===== src/logic/graphPkg.sv =====
`default_nettype none

package graphPkg;

    localparam int nodeCount = 16;       // one node per bit
    localparam int dimCount = 4;
    localparam int maxComponents = 8;    // all even-parity nodes isolated
    localparam int countWidth = 4;
    localparam int pcoeffWidth = maxComponents + 1;
    localparam int termCountBits = 8;

    typedef logic [nodeCount-1:0] graph_t;

    typedef struct packed {
        graph_t graph;
        logic   lastOfBatch;
    } botBeat_t;

    typedef struct packed {
        logic [countWidth-1:0] count;
        logic                  lastOfBatch;
    } countResult_t;

    // every node with a hypercube neighbor in s
    function automatic graph_t spread(graph_t s);
        graph_t r;
        r = '0;
        for (int i = 0; i < nodeCount; i++) begin
            for (int d = 0; d < dimCount; d++) begin
                if (s[i ^ (1 << d)]) begin
                    r[i] = 1'b1;
                end
            end
        end
        return r;
    endfunction

endpackage

`default_nettype wire

===== src/logic/aggregatingPipeline.sv =====
`timescale 1ns/1ps
`default_nettype none

module aggregatingPipeline (
    input  logic                                                    clk,
    input  logic                                                    rstN,
    input  logic                                                    topBeat,
    input  logic [1:0]                                              topChannel,
    input  logic                                                    botValid,
    output logic                                                    botReady,
    input  graphPkg::botBeat_t                                      bot,
    output logic                                                    resultsValid,
    output logic [graphPkg::termCountBits+graphPkg::pcoeffWidth-1:0] pcoeffSum,
    output logic [graphPkg::termCountBits-1:0]                      pcoeffCount,
    output logic                                                    eccStatus
);
    import graphPkg::*;

    logic         stageLoad;
    logic         countStart;
    logic         counterBusy;
    logic         countDone;
    graph_t       top;
    botBeat_t     staged;
    countResult_t countResult;

    pipelineControl control (
        .clk        (clk),
        .rstN       (rstN),
        .botValid   (botValid),
        .botReady   (botReady),
        .counterBusy(counterBusy),
        .countDone  (countDone),
        .stageLoad  (stageLoad),
        .countStart (countStart)
    );

    topReceiver receiver (
        .clk       (clk),
        .rstN      (rstN),
        .topBeat   (topBeat),
        .topChannel(topChannel),
        .top       (top)
    );

    leafEliminator eliminator (
        .clk      (clk),
        .rstN     (rstN),
        .stageLoad(stageLoad),
        .top      (top),
        .bot      (bot),
        .staged   (staged)
    );

    componentCounter counter (
        .clk       (clk),
        .rstN      (rstN),
        .countStart(countStart),
        .graphIn   (staged.graph),
        .lastIn    (staged.lastOfBatch),
        .busy      (counterBusy),
        .countDone (countDone),
        .result    (countResult)
    );

    pcoeffAccumulator #(
        .countBits(termCountBits)
    ) accumulator (
        .clk         (clk),
        .rstN        (rstN),
        .countDone   (countDone),
        .result      (countResult),
        .resultsValid(resultsValid),
        .pcoeffSum   (pcoeffSum),
        .pcoeffCount (pcoeffCount),
        .eccStatus   (eccStatus)
    );

endmodule

`default_nettype wire


===== src/logic/pipelineControl.sv =====
`timescale 1ns/1ps
`default_nettype none

module pipelineControl (
    input  logic clk,
    input  logic rstN,
    input  logic botValid,
    output logic botReady,
    input  logic counterBusy,
    input  logic countDone,
    output logic stageLoad,
    output logic countStart
);

    logic running;      // low until the first edge out of reset
    logic stageFull;
    logic counting;     // our view of the counter, start to done

    assign countStart = stageFull && !counterBusy;
    assign botReady = running && (!stageFull || countStart);
    assign stageLoad = botValid && botReady;

    always_ff @(posedge clk) begin
        if (!rstN) begin
            running <= 1'b0;
            stageFull <= 1'b0;
            counting <= 1'b0;
        end else begin
            running <= 1'b1;
            if (stageLoad) begin
                stageFull <= 1'b1;    // refill wins over drain
            end else if (countStart) begin
                stageFull <= 1'b0;
            end
            if (countStart) begin
                counting <= 1'b1;
            end else if (countDone) begin
                counting <= 1'b0;
            end
        end
    end

    // counter must have finished the previous item
    a_startWhenIdle: assert property (
        @(posedge clk) disable iff (!rstN)
        countStart |-> !counting
    );

    a_doneOnlyAfterStart: assert property (
        @(posedge clk) disable iff (!rstN)
        countDone |-> counting
    );

endmodule

`default_nettype wire


===== src/logic/pcoeffAccumulator.sv =====
`timescale 1ns/1ps
`default_nettype none

module pcoeffAccumulator #(
    parameter int countBits = 8
) (
    input  logic                                      clk,
    input  logic                                      rstN,
    input  logic                                      countDone,
    input  graphPkg::countResult_t                    result,
    output logic                                      resultsValid,
    output logic [countBits+graphPkg::pcoeffWidth-1:0] pcoeffSum,
    output logic [countBits-1:0]                      pcoeffCount,
    output logic                                      eccStatus
);
    import graphPkg::*;

    logic [pcoeffWidth-1:0] term;

    assign term = pcoeffWidth'(1) << result.count;    // 2^C

    always_ff @(posedge clk) begin
        if (!rstN) begin
            pcoeffSum <= '0;
            pcoeffCount <= '0;
            resultsValid <= 1'b0;
            eccStatus <= 1'b0;
        end else begin
            resultsValid <= countDone && result.lastOfBatch;
            if (countDone && result.count > countWidth'(maxComponents)) begin
                eccStatus <= 1'b1;    // sticky
            end
            if (resultsValid) begin
                // batch was reported last cycle, start over
                pcoeffSum <= countDone ? {{countBits{1'b0}}, term} : '0;
                pcoeffCount <= countDone ? countBits'(1) : '0;
            end else if (countDone) begin
                pcoeffSum <= pcoeffSum + {{countBits{1'b0}}, term};
                pcoeffCount <= pcoeffCount + 1'b1;
            end
        end
    end

    a_countNoWrap: assert property (
        @(posedge clk) disable iff (!rstN)
        countDone && !resultsValid |-> pcoeffCount != '1
    );

endmodule

`default_nettype wire


===== src/logic/componentCounter.sv =====
`timescale 1ns/1ps
`default_nettype none

module componentCounter (
    input  logic                   clk,
    input  logic                   rstN,
    input  logic                   countStart,
    input  graphPkg::graph_t       graphIn,
    input  logic                   lastIn,
    output logic                   busy,
    output logic                   countDone,
    output graphPkg::countResult_t result
);
    import graphPkg::*;

    graph_t       remaining;
    graph_t       seed;
    graph_t       component;
    countResult_t acc;

    // grow a frontier from the seed until it covers its whole component
    function automatic graph_t floodFill(graph_t start, graph_t g);
        graph_t frontier;
        frontier = start;
        for (int step = 0; step < nodeCount - 1; step++) begin
            frontier = (frontier | spread(frontier)) & g;
        end
        return frontier;
    endfunction

    assign seed = remaining & (~remaining + 1'b1);    // lowest remaining node
    assign component = floodFill(seed, remaining);

    // one component per cycle, then one more cycle to see the empty graph
    assign countDone = busy && remaining == '0;
    assign result = acc;

    always_ff @(posedge clk) begin
        if (!rstN) begin
            busy <= 1'b0;
        end else if (countStart) begin
            busy <= 1'b1;
        end else if (countDone) begin
            busy <= 1'b0;
        end
    end

    always_ff @(posedge clk) begin
        if (countStart) begin
            remaining <= graphIn;
            acc.count <= '0;
            acc.lastOfBatch <= lastIn;
        end else if (busy && remaining != '0) begin
            remaining <= remaining & ~component;
            acc.count <= acc.count + 1'b1;
        end
    end

    a_countBounded: assert property (
        @(posedge clk) disable iff (!rstN)
        busy |-> acc.count <= countWidth'(maxComponents)
    );

endmodule

`default_nettype wire


===== src/logic/leafEliminator.sv =====
`timescale 1ns/1ps
`default_nettype none

module leafEliminator (
    input  logic               clk,
    input  logic               rstN,
    input  logic               stageLoad,
    input  graphPkg::graph_t   top,
    input  graphPkg::botBeat_t bot,
    output graphPkg::botBeat_t staged
);
    import graphPkg::*;

    graph_t masked;
    graph_t leaf;

    assign masked = top & ~bot.graph;

    // a downward leaf has exactly one neighbor, and that one sits below it.
    // judged on the unpruned graph so two leaves never remove each other
    always_comb begin
        int nbrs;
        int lower;
        leaf = '0;
        for (int i = 0; i < nodeCount; i++) begin
            nbrs = 0;
            lower = 0;
            for (int d = 0; d < dimCount; d++) begin
                if (masked[i ^ (1 << d)]) begin
                    nbrs++;
                    if (i[d]) begin
                        lower++;    // neighbor has bit d cleared
                    end
                end
            end
            leaf[i] = masked[i] && nbrs == 1 && lower == 1;
        end
    end

    always_ff @(posedge clk) begin
        if (!rstN) begin
            staged <= '0;
        end else if (stageLoad) begin
            staged.graph <= masked & ~leaf;
            staged.lastOfBatch <= bot.lastOfBatch;
        end
    end

endmodule

`default_nettype wire


===== src/logic/topReceiver.sv =====
`timescale 1ns/1ps
`default_nettype none

module topReceiver (
    input  logic             clk,
    input  logic             rstN,
    input  logic             topBeat,
    input  logic [1:0]       topChannel,
    output graphPkg::graph_t top
);
    import graphPkg::*;

    // low bits arrive first, so shift right and enter at the top
    always_ff @(posedge clk) begin
        if (!rstN) begin
            top <= '0;
        end else if (topBeat) begin
            top <= {topChannel, top[nodeCount-1:2]};
        end
    end

endmodule

`default_nettype wire


===== config.mk =====
export PLATFORM = sky130hd
export DESIGN_NAME = aggregatingPipeline
export DESIGN_NICKNAME = d
export VERILOG_FILES = /design/src/logic/graphPkg.sv /design/src/logic/aggregatingPipeline.sv /design/src/logic/pipelineControl.sv /design/src/logic/pcoeffAccumulator.sv /design/src/logic/componentCounter.sv /design/src/logic/leafEliminator.sv /design/src/logic/topReceiver.sv
export SDC_FILE = /design/constraint.sdc
export NUM_CORES = 1
export LEC_CHECK = 0
export ABC_CLOCK_PERIOD_IN_PS = 3900
export BUFFER_PORTS_ARGS = -buffer_cell sky130_fd_sc_hd__buf_2
export CAP_MARGIN = 20
export CORE_AREA = 5 5 134 136
export DETAILED_ROUTE_END_ITERATION = 10
export DIE_AREA = 0 0 139 141
export GPL_TIMING_DRIVEN = 0
export PLACE_DENSITY = 0.71
export SKIP_CTS_REPAIR_TIMING = 1
export SLEW_MARGIN = 20
export SYNTH_ARGS = -nofsm -noshare
export SYNTH_HDL_FRONTEND = slang
export SYNTH_SLANG_ARGS = --single-unit

===== constraint.sdc =====
create_clock -name clk -period 3.9 [get_ports clk]
set_clock_uncertainty 0.05 [all_clocks]
set_input_delay 0.39 -clock clk [delete_from_list [all_inputs] [get_ports clk]]
set_output_delay 0.39 -clock clk [all_outputs]
set_load 0.005 [all_outputs]

==> summary.md, run 1 <==
| Metric | Value |
|---|---|
| First-pass GRT wire length | `around 35,000 µm` |
| Yosys top cell by area | `dfxtp_1` |
| Sequential share of the synthesized area | `0.2535` |
| Async S/R FF share, synth | `0` |
| Final GP Congestion | `~0.96` |
| CTS tree | `yes` |
| Initial Utilization | `0.4344` |
| Ant diodes | `0` |
| Setup_tns | `-6.403 ns` |
| WP data required | `between 4 and 5 ns` |
| Post-route DRC | `0` |
| Maximum vdd drop | `roughly 0.2 mV` |
| Pwr dens | `around 270 nW/µm²` |
| Pin count of the biggest net entering global routing | `19` |
| Setup Viol. Count Final | `14` |
| # H-tree levels | `3` |
| Failing checks | `setup timing` |
| Worst Path Arrival | `~4.7 ns` |
| DR vias | `around 7,600` |
| Share of cells above drive strength 1 | `0.2274` |
| RSZ-0062 raised after global routing | `yes` |
| Crit share post-route | `1.164` |
| Setup Crit Path Kind | `reg2reg` |
| Die ar. | `about 20,000 µm²` |
| Post-route insts no fill | `1,263` |
| Vias per cell | `around 6.0` |
| Final worst slack | `-0.6388 ns` |
| Worst-Margin Slew | `around 0.82 ns` |
| Critical Path Fanout Max | `10` |
| Chip height | `between 100 and 150 µm` |
| Worst skew pair latency | `approximately 0.34 ns` |
| Post-synthesis cell count | `just over 900` |
| Vias in the first global route | `about 6,900` |
| Area Overhead vs Synth | `27.28%` |
| Layout fillers | `~1,500` |
| Total track usage | `0.2127` |
| Initial drt markers | `about 800` |
| GR Overflow Total | `0` |
| Seq. cell area | `~1900 µm²` |
| Core ar. | `~17,000 µm²` |
| YS warnings | `0` |
| Multi-input gate area | `roughly 5800 µm²` |
| Leakage | `3.674 nW` |
| Max_cap viols | `0` |
| CTS clk-pin slew, worst paths | `0.06 ns` |
| CTS Root Cell | `clkbuf_16` |
| Most used DFF post-synth | `dfxtp_1` |
| Total Wirelength | `23,090 µm` |
| Max Slew Vio Count | `0` |
| Synth cell types | `77` |
| Number of flops mapped to enable cells by yosys | `17` |
| Post-route ant nets | `0` |
| CP Capture Type | `flop` |
| Deepest clock path buffer count | `2` |
| DP HPWL | `15,990 µm` |
| R2R setup slack | `-0.64 ns` |
| Cell Area, Synth | `between 7000 and 8000 µm²` |
| Worst setup SP type | `flop` |
| Clk sinks | `84` |
| IO Pins | `51` |
| Max Fclk | `around 220 MHz` |
| Num rows | `48` |
| Seq cells post-synth | `84` |
| Final nets | `between 1,000 and 1,500` |
| Max_slew headroom | `0.4461` |
| Worst min path class | `in2reg` |
| Final hold vios | `0` |
| Min cycle time layout | `between 4 and 5 ns` |
| Num CTS Buffers | `9` |
| Wire per inst | `18.28 µm` |
| Synth area leaders | `dfxtp_1, ha_1, edfxtp_1` |
| Die W | `139 µm` |
| Syn_area_per_cell | `7.924 µm²` |
| Initial antenna violation count | `0` |
| Post-Syn Nets | `about 1,000` |
| Placed cells | `about 1,200` |
| Status | `finished, violations left` |
| Buffers on Ports | `49` |
| Number of iterations in the first detailed-routing pass | `7` |
| Share of the synthesized area in the top cell type | `0.1836` |
-- sequential cells by signal (all words and copies together) (netlist names) --
name,count
counter.result,5
counter.busy,1
control.stageFull,1
counter.remaining,16
receiver.top,16
eliminator.staged,17
accumulator.pcoeffCount,8
accumulator.resultsValid,1
accumulator.pcoeffSum,17
control.running,1
accumulator.eccStatus,1
-- power breakdown --
part | internal [mW] | switching [mW] | total (mW)
clock network | 0.504 | 0.359 | 0.862
logic | 0.247 | 0.412 | 0.659
registers | 0.913 | 0.0302 | 0.943
total | 1.66 | 0.800 | 2.47
-- metal layers --
layer	track usage	wire length (µm)	up-vias
met4	0.07775	921	0
li1	-	-	3585
met1	0.2737	9592	3503
met5	0	0	-
met2	0.3488	10910	373
met3	0.05054	1669	101
-- synth_stat cells (7+ instances only) --
cell type and count:
a211oi_1 10, a21boi_0 8, a21oi_1 39, a31oi_1 16, a41oi_1 11, and2_1 21, and3_1 7, buf_2 14
clkbuf_1 38, dfxtp_1 67, edfxtp_1 17, ha_1 52, inv_1 46, mux2i_1 17, nand2_1 92, nand2b_1 28
nand3_1 33, nand4_1 22, nor2_1 59, nor2b_1 44, nor3_1 22, nor4_1 13, o21ai_0 59, o21ai_1 7
o31ai_1 11, o41ai_2 8, or3_1 7, xnor2_1 30, xor2_1 14
-- placed cells by master, fill, tap and decap left out, drive strengths merged, types with 29 or more instances in the layout --
master	netlist	routed
a21oi	39	39
buf	17	116
clkbuf	38	49
dfxtp	67	67
ha	52	52
inv	47	48
nand2	92	92
nand2b	29	29
nand3	33	33
nor2	59	59
nor2b	44	44
o21ai	66	66
xnor2	30	30
-- cell families (layout without fill, tap and decap cells) --
logic type	after synthesis	after routing	share of synthesized area
buffers and inverters	104	220	0.05686
multiplexers	17	17	0.02329
XOR/XNOR	44	44	0.05275
AND/OR/NAND/NOR	381	381	0.2764
flip-flops	84	84	0.2535
adder cells (fa/ha/maj)	53	53	0.09180
AO/OA/AOI/OAI	239	239	0.2454
-- final timing paths --
kind                            cells past startpoint                               from                         endpoint
worst max register to register                     14     counter.remaining[6]$_DFFE_PP_  counter.remaining[10]$_DFFE_PP_
worst min-delay path                                1                               rstN          control.running$_DFF_P_
worst max-delay path                               14     counter.remaining[6]$_DFFE_PP_  counter.remaining[10]$_DFFE_PP_
worst min register to register                      0  eliminator.staged[0]$_SDFFE_PN0P_      counter.result[0]$_DFFE_PP_
-- area by class of cell --
class                   count  area share
well taps                 225     0.03027
inverters                  49     0.02018
clock buffers              10     0.02462
flip-flops and latches     84      0.1991
repair buffers            100     0.06876
plain buffers              55     0.02853
multi-input cells         734      0.6207
clock inverters             6    0.007804
-- stage by stage --
| step | power, mW | hold WS [ns] | worst slack (ns) | utilization | instance area [µm²] |
|---|---|---|---|---|---|
| after floorplan | 1.306 | 0.3581 | 0.06746 | - | 7306 |
| after CTS | 2.294 | 0.1492 | -0.8925 | 0.4842 | 8142 |
| after global placement | 1.430 | 0.3617 | -0.9165 | 0.4658 | 7833 |
| after detailed placement | 1.432 | 0.3830 | -0.8730 | 0.4662 | 7840 |
| final | 2.465 | 0.1562 | -0.6388 | 0.5530 | 9299 |
| after global routing | 2.568 | 0.1562 | -0.7799 | 0.5530 | 9299 |
-- critical path, cell delays in order, from the launching register on --
cell and delay, ns:
edfxtp_1 0.54, clkbuf_2 0.32, a31oi_1 0.27, o22ai_2 0.15, o41ai_4 0.43, buf_4 0.20
a41oi_4 0.19, o41ai_4 0.40, nand4_1 0.21, o41ai_4 0.54, buf_4 0.21, o21ai_2 0.09
o41ai_2 0.32, nand2_1 0.19, o31ai_4 0.23
Note: power is estimated with default switching activity, not from simulation.
==> run 2: changes to the inputs <==
--- a/config.mk
+++ b/config.mk
@@ -5,14 +5,14 @@
 export SDC_FILE = /design/constraint.sdc
 export NUM_CORES = 1
 export LEC_CHECK = 0
-export ABC_CLOCK_PERIOD_IN_PS = 3900
+export ABC_CLOCK_PERIOD_IN_PS = 4380
 export BUFFER_PORTS_ARGS = -buffer_cell sky130_fd_sc_hd__buf_2
 export CAP_MARGIN = 20
 export CORE_AREA = 5 5 134 136
 export DETAILED_ROUTE_END_ITERATION = 10
 export DIE_AREA = 0 0 139 141
 export GPL_TIMING_DRIVEN = 0
-export PLACE_DENSITY = 0.71
+export PLACE_DENSITY = 0.68
 export SKIP_CTS_REPAIR_TIMING = 1
 export SLEW_MARGIN = 20
 export SYNTH_ARGS = -nofsm -noshare
==> constraint.sdc (replaced) <==
create_clock -name clk -period 4.38 [get_ports clk]
set_clock_uncertainty 0.05 [all_clocks]
set_input_delay 0.438 -clock clk [delete_from_list [all_inputs] [get_ports clk]]
set_output_delay 0.438 -clock clk [all_outputs]
set_load 0.005 [all_outputs]
==> summary.md, run 2 (synthesis results as in run 1) <==
| Metric | Value |
|---|---|
| Ant diodes | `0 (unchanged)` |
| Chip height | `141 µm (unchanged)` |
| # H-tree levels | `3 (unchanged)` |
| Final nets | `1,103 (-0.54%)` |
| Initial antenna violation count | `0 (unchanged)` |
| Deepest clock path buffer count | `2 (unchanged)` |
| RSZ-0062 raised after global routing | `yes` |
| Final worst slack | `-0.06639 ns (+0.5724 ns)` |
| Fin Hold WS | `0.2010 ns (+0.04476 ns)` |
| Max Slew Vio Count | `0 (unchanged)` |
| Worst skew pair latency | `0.34 ns (about the same)` |
| Setup Viol. Count Final | `3 (-11)` |
| Crit share post-route | `1.015 (-0.1486)` |
| Slowest library cell on the worst path | `nor4b_1` |
| Crit path max-delay family | `compound AO/OA/AOI/OAI gates` |
| Pin count of the biggest net entering global routing | `19 (unchanged)` |
| Slowest stage delay, CP | `0.69 ns (+0.15 ns)` |
| Max Fclk | `224.9 MHz (+2.1%)` |
| Buffers on Ports | `49 (unchanged)` |
| Worst min path class | `in2reg` |
| Post-route insts no fill | `1,257 (-0.48%)` |
| Placed cells | `1,196 (unchanged)` |
| CP bufs+invs | `1 (-2)` |
| Most common cell after layout, fill and taps aside | `nand2_1` |
| CTS Root Cell | `clkbuf_16` |
| DR vias | `7,556 (-0.079%)` |
| CTS clk-pin slew, worst paths | `0.06 ns (about the same)` |
| Initial Utilization | `0.4344 (unchanged)` |
| DP HPWL | `15,970 µm (-0.17%)` |
| Worst Path Arrival | `4.48 ns (-0.17 ns)` |
| Total power | `2.158 mW (-12%)` |
| Biggest regs | `accumulator.pcoeffSum: 17 flops, eliminator.staged: 17 flops` |
| Core ar. | `16,820 µm² (unchanged)` |
| Worst setup SP type | `flop` |
| WP data required | `4.41 ns (+0.40 ns)` |
| Total track usage | `0.2145 (+0.001802)` |
| Status | `finished, violations left` |
| Post-route ant nets | `0 (unchanged)` |
| CP Capture Type | `flop` |
| Critical Path Fanout Max | `6 (-4)` |
| Placed Area | `7833 µm² (about the same)` |
| Die ar. | `19,600 µm² (unchanged)` |
| Num rows | `48 (unchanged)` |
| Vias in the first global route | `6,770 (-2.2%)` |
| GR Overflow Total | `0 (unchanged)` |
| Total Wirelength | `22,930 µm (-0.70%)` |
| Wire per inst | `18.24 µm (-0.23%)` |
| Clk sinks | `84 (unchanged)` |
| Maximum vdd drop | `0.1987 mV (+0.37%)` |
| Max_slew headroom | `0.4491 (+0.002961)` |
| Commonest cells after routing, fill and taps aside | `nand2_1, dfxtp_1, nor2_1` |
| Setup_tns | `-0.08525 ns (+6.317 ns)` |
| Min cycle time layout | `4.446 ns (-0.09240 ns)` |
| Share of cells above drive strength 1 | `0.2132 (-0.01418)` |
| Final instance area | `9154 µm² (-1.6%)` |
| Post-route DRC | `2 (+2)` |
| Leakage | `3.626 nW (-1.3%)` |
| Die W | `139 µm (unchanged)` |
| Setup Crit Path Kind | `reg2reg` |
| Finished Core Util | `0.5443 (-0.008631)` |
| Vias per cell | `6.011 (+0.40%)` |
| Pwr dens | `235.8 nW/µm² (-11%)` |
| Area Overhead vs Synth | `25.30%` |
| Num CTS Buffers | `9 (unchanged)` |
| Final hold vios | `0 (unchanged)` |
| Worst slack at placement | `-0.3330 ns (+0.5399 ns)` |
| CTS tree | `yes` |
| Max_cap viols | `0 (unchanged)` |
| Initial drt markers | `965 (+21%)` |
| Final GP Congestion | `0.9822 (+2.0%)` |
| IO Pins | `51 (unchanged)` |
| Worst-Margin Slew | `0.8174 ns (-0.004392 ns)` |
| Most frequent CP cell | `a41oi_2` |
| CP cell instances | `nor4b_1 > a21oi_1 > nor4_2 > o31ai_4 > buf_4 > a41oi_2 > nor4_4 > a31oi_2 > nor3_1 > a41oi_2 > o41ai_2 > and3_1 > a32o_1` |
| First-pass GRT wire length | `34,990 µm (+0.57%)` |
| Failing checks | `DRC, setup timing` |
| Number of iterations in the first detailed-routing pass | `8 (+1)` |
## run 2: worst paths after layout
check / startpoint / end / slack, ns / cells after the start
worst max-delay path: counter.remaining[10]$_DFFE_PP_ / counter.remaining[15]$_DFFE_PP_ / -0.07 / 13
worst min-delay path: rstN / control.running$_DFF_P_ / 0.20 / 1
worst max register to register: counter.remaining[10]$_DFFE_PP_ / counter.remaining[15]$_DFFE_PP_ / -0.07 / 13
worst min register to register: eliminator.staged[0]$_SDFFE_PN0P_ / counter.result[0]$_DFFE_PP_ / 0.39 / 0
## run 2: where the power goes
group	switching [mW]	leakage, nW	internal (mW)
sequential	0.0264	0.705	0.813
clock	0.299	0.146	0.452
combinational	0.355	2.77	0.212
## run 2: routing by layer
layer / up-vias / GRT usage / wire (µm)
li1: 3581 / - / -
met1: 3501 / 0.2909 / 9780
met2: 386 / 0.3495 / 10480
met3: 88 / 0.03765 / 1791
met4: 0 / 0.06643 / 875
met5: - / 0 / 0
## run 2: worst reg2reg max path: stages (launching register included)
cell      delay [ns]
edfxtp_1        0.50
nor4b_1         0.69
a21oi_1         0.21
nor4_2          0.43
o31ai_4         0.17
buf_4           0.17
a41oi_2         0.33
nor4_4          0.08
a31oi_2         0.41
nor3_1          0.12
a41oi_2         0.39
o41ai_2         0.19
and3_1          0.21
a32o_1          0.25
## run 2: cell type report
| type | count | area (µm²) |
|---|---|---|
| fillers | 1517 | 7662 |
| multi-input cells | 734 | 5672 |
| flip-flops and latches | 84 | 1852 |
| repair buffers | 94 | 599.3 |
| clock buffers | 13 | 282.8 |
| well taps | 225 | 281.5 |
| plain buffers | 55 | 261.5 |
| inverters | 49 | 187.7 |
| clock inverters | 3 | 17.52 |
==> run 3: changes to the inputs <==
--- a/config.mk
+++ b/config.mk
@@ -8,9 +8,9 @@
 export ABC_CLOCK_PERIOD_IN_PS = 4380
 export BUFFER_PORTS_ARGS = -buffer_cell sky130_fd_sc_hd__buf_2
 export CAP_MARGIN = 20
-export CORE_AREA = 5 5 134 136
+export CORE_AREA = 2 2 131 133
 export DETAILED_ROUTE_END_ITERATION = 10
-export DIE_AREA = 0 0 139 141
+export DIE_AREA = 0 0 133 135
 export GPL_TIMING_DRIVEN = 0
 export PLACE_DENSITY = 0.68
 export SKIP_CTS_REPAIR_TIMING = 1
==> summary.md, run 3 (synthesis results as in run 1) <==
| Metric | Value |
|---|---|
| Worst hold endpoint | `control.running$_DFF_P_` |
| Max_cap viols | `0 (unchanged)` |
| Wire per inst | `18.13 µm (-0.62%)` |
| GR Overflow Total | `0 (unchanged)` |
| Worst-Margin Slew | `0.7049 ns (-0.1126 ns)` |
| CTS Root Cell | `clkbuf_16` |
| Buffers on Ports | `49 (unchanged)` |
| RSZ-0062 raised after global routing | `yes` |
| Crit share post-route | `1.034 (+0.01868)` |
| Deepest clock path buffer count | `2 (unchanged)` |
| Placed cells | `1,191 (-0.42%)` |
| Post-route insts no fill | `1,227 (-2.4%)` |
| Final hold vios | `0 (unchanged)` |
| Finished Core Util | `0.5409 (-0.003431)` |
| Vias per cell | `6.024 (+0.21%)` |
| CTS clk-pin slew, worst paths | `0.06 ns (about the same)` |
| Post-route ant nets | `0 (unchanged)` |
| Post-route DRC | `0 (-2)` |
| Pwr dens | `240.4 nW/µm² (+2.0%)` |
| Die ar. | `17,960 µm² (-8.4%)` |
| Worst R2R Path Depth | `14 (+1)` |
| Ant diodes | `0 (unchanged)` |
| Core ar. | `16,410 µm² (-2.4%)` |
| Die W | `133 µm (-4.3%)` |
| CTS tree | `yes` |
| Setup_tns | `-0.8045 ns (-0.7193 ns)` |
| Hold wc startpoint | `rstN` |
| Initial antenna violation count | `0 (unchanged)` |
| Most common cell after layout, fill and taps aside | `nand2_1` |
| Setup Crit Path Kind | `reg2reg` |
| Clk sinks | `84 (unchanged)` |
| Share of cells above drive strength 1 | `0.1946 (-0.01854)` |
| Final worst slack | `-0.1482 ns (-0.08182 ns)` |
| Total track usage | `0.2337 (+0.01930)` |
| Chip height | `135 µm (-4.3%)` |
| Worst setup SP type | `flop` |
| Reg-to-Reg Start | `counter.remaining[7]$_DFFE_PP_` |
| Biggest regs | `accumulator.pcoeffSum: 17 flops, eliminator.staged: 17 flops` |
| Setup Viol. Count Final | `9 (+6)` |
| R2R Path End | `counter.remaining[10]$_DFFE_PP_` |
| Leakage | `3.496 nW (-3.6%)` |
| Layout fillers | `1,433 (-5.5%)` |
| Maximum vdd drop | `0.1910 mV (-3.9%)` |
| R2R setup slack | `-0.15 ns (-0.08 ns)` |
| DR vias | `7,391 (-2.2%)` |
| Max Fclk | `220.8 MHz (-1.8%)` |
| Worst skew pair latency | `0.34 ns (about the same)` |
| Pin count of the biggest net entering global routing | `19 (unchanged)` |
| Fin Hold WS | `0.2183 ns (+0.01736 ns)` |
| Number of iterations in the first detailed-routing pass | `6 (-2)` |
| Num rows | `47 (-2.1%)` |
| Area Overhead vs Synth | `21.48%` |
| Worst Path Arrival | `4.64 ns (+0.16 ns)` |
| Max_slew headroom | `0.5249 (+0.07587)` |
| Min cycle time layout | `4.528 ns (+0.08182 ns)` |
| CP Capture Type | `flop` |
| Initial drt markers | `924 (-4.2%)` |
| Cell depth of the worst hold path | `1 (unchanged)` |
| Num CTS Buffers | `9 (unchanged)` |
| Status | `finished, violations left` |
| Final nets | `1,078 (-2.3%)` |
| Initial Utilization | `0.4453 (+0.01083)` |
| Max Slew Vio Count | `0 (unchanged)` |
| Worst min path class | `in2reg` |
| Commonest cells after routing, fill and taps aside | `nand2_1, dfxtp_1, buf_2, o21ai_0, nor2_1` |
| IO Pins | `51 (unchanged)` |
| # H-tree levels | `3 (unchanged)` |
| Vias in the first global route | `6,754 (-0.24%)` |
| DP HPWL | `15,670 µm (-1.9%)` |
| First-pass GRT wire length | `34,000 µm (-2.8%)` |
| Failing checks | `setup timing` |
| Total Wirelength | `22,250 µm (-3.0%)` |
| Critical Path Fanout Max | `10 (+4)` |
| WP data required | `4.49 ns (+0.08 ns)` |
| Final GP Congestion | `0.9342 (-4.9%)` |
==> run 3: changes by cell type in the layout (fill, tap and decap cells not counted), moves of 3 or more <==
cell / before / now
o31ai_2: 6 / 10
o31ai_4: 9 / 6
nor2_2: 2 / 5
buf_4: 45 / 19
==> run 3: per-layer routing <==
metal / vias up / track usage / share of wire
li1: 3530 / - / -
met1: 3430 / 0.3120 / 0.44
met2: 349 / 0.3765 / 0.45
met3: 82 / 0.03191 / 0.068
met4: 0 / 0.1069 / 0.038
met5: - / 0 / 0
==> run 3: critical path: stages (launching register included) <==
cell and delay (ns):
edfxtp_1 0.31, buf_2 0.23, buf_2 0.39, inv_1 0.21, a31oi_1 0.25, o22ai_1 0.17
o31ai_4 0.36, a41oi_1 0.33, nor2_1 0.29, a41oi_2 0.23, or2_1 0.27, o31a_1 0.41
o32a_1 0.42, o21bai_1 0.21, o31ai_2 0.23
==> run 3: area by class of cell <==
| cell class | instances | area (µm²) | share of cell area |
|---|---|---|---|
| multi-input cells | 734 | 5608 | 0.6319 |
| clock buffers | 10 | 230.2 | 0.02594 |
| inverters | 49 | 183.9 | 0.02072 |
| repair buffers | 69 | 411.6 | 0.04638 |
| flip-flops and latches | 84 | 1852 | 0.2087 |
| clock inverters | 6 | 62.56 | 0.007049 |
| plain buffers | 55 | 251.5 | 0.02834 |
| well taps | 220 | 275.3 | 0.03102 |
==> run 3: through the flow <==
step	instance area (µm²)	worst slack [ns]	total power [mW]
finish	8875	-0.1482	2.134
global route	8875	-0.2237	2.216
CTS	8119	-0.2674	2.036
detailed placement	7826	-0.2371	1.273
global placement	7826	-0.3569	1.273
floorplan	7306	0.5475	1.162
==> run 3: power by group <==
part           total [mW]  internal (mW)  switching [mW]
Combinational       0.536          0.191           0.345
Clock               0.759          0.444           0.315
Sequential          0.839          0.813          0.0254
==> run 3: worst max-delay path by stage <==
stage / slack (ns) / to / startpoint / cells after the start
floorplan: 0.55 / counter.remaining[10]$_DFFE_PP_ / counter.remaining[14]$_DFFE_PP_ / 13
global placement: -0.36 / counter.remaining[7]$_DFFE_PP_ / counter.remaining[5]$_DFFE_PP_ / 13
detailed placement: -0.24 / counter.remaining[11]$_DFFE_PP_ / counter.remaining[5]$_DFFE_PP_ / 13
CTS: -0.27 / counter.remaining[11]$_DFFE_PP_ / counter.remaining[5]$_DFFE_PP_ / 13
global route: -0.22 / counter.remaining[14]$_DFFE_PP_ / counter.remaining[7]$_DFFE_PP_ / 14
finish: -0.15 / counter.remaining[10]$_DFFE_PP_ / counter.remaining[7]$_DFFE_PP_ / 14
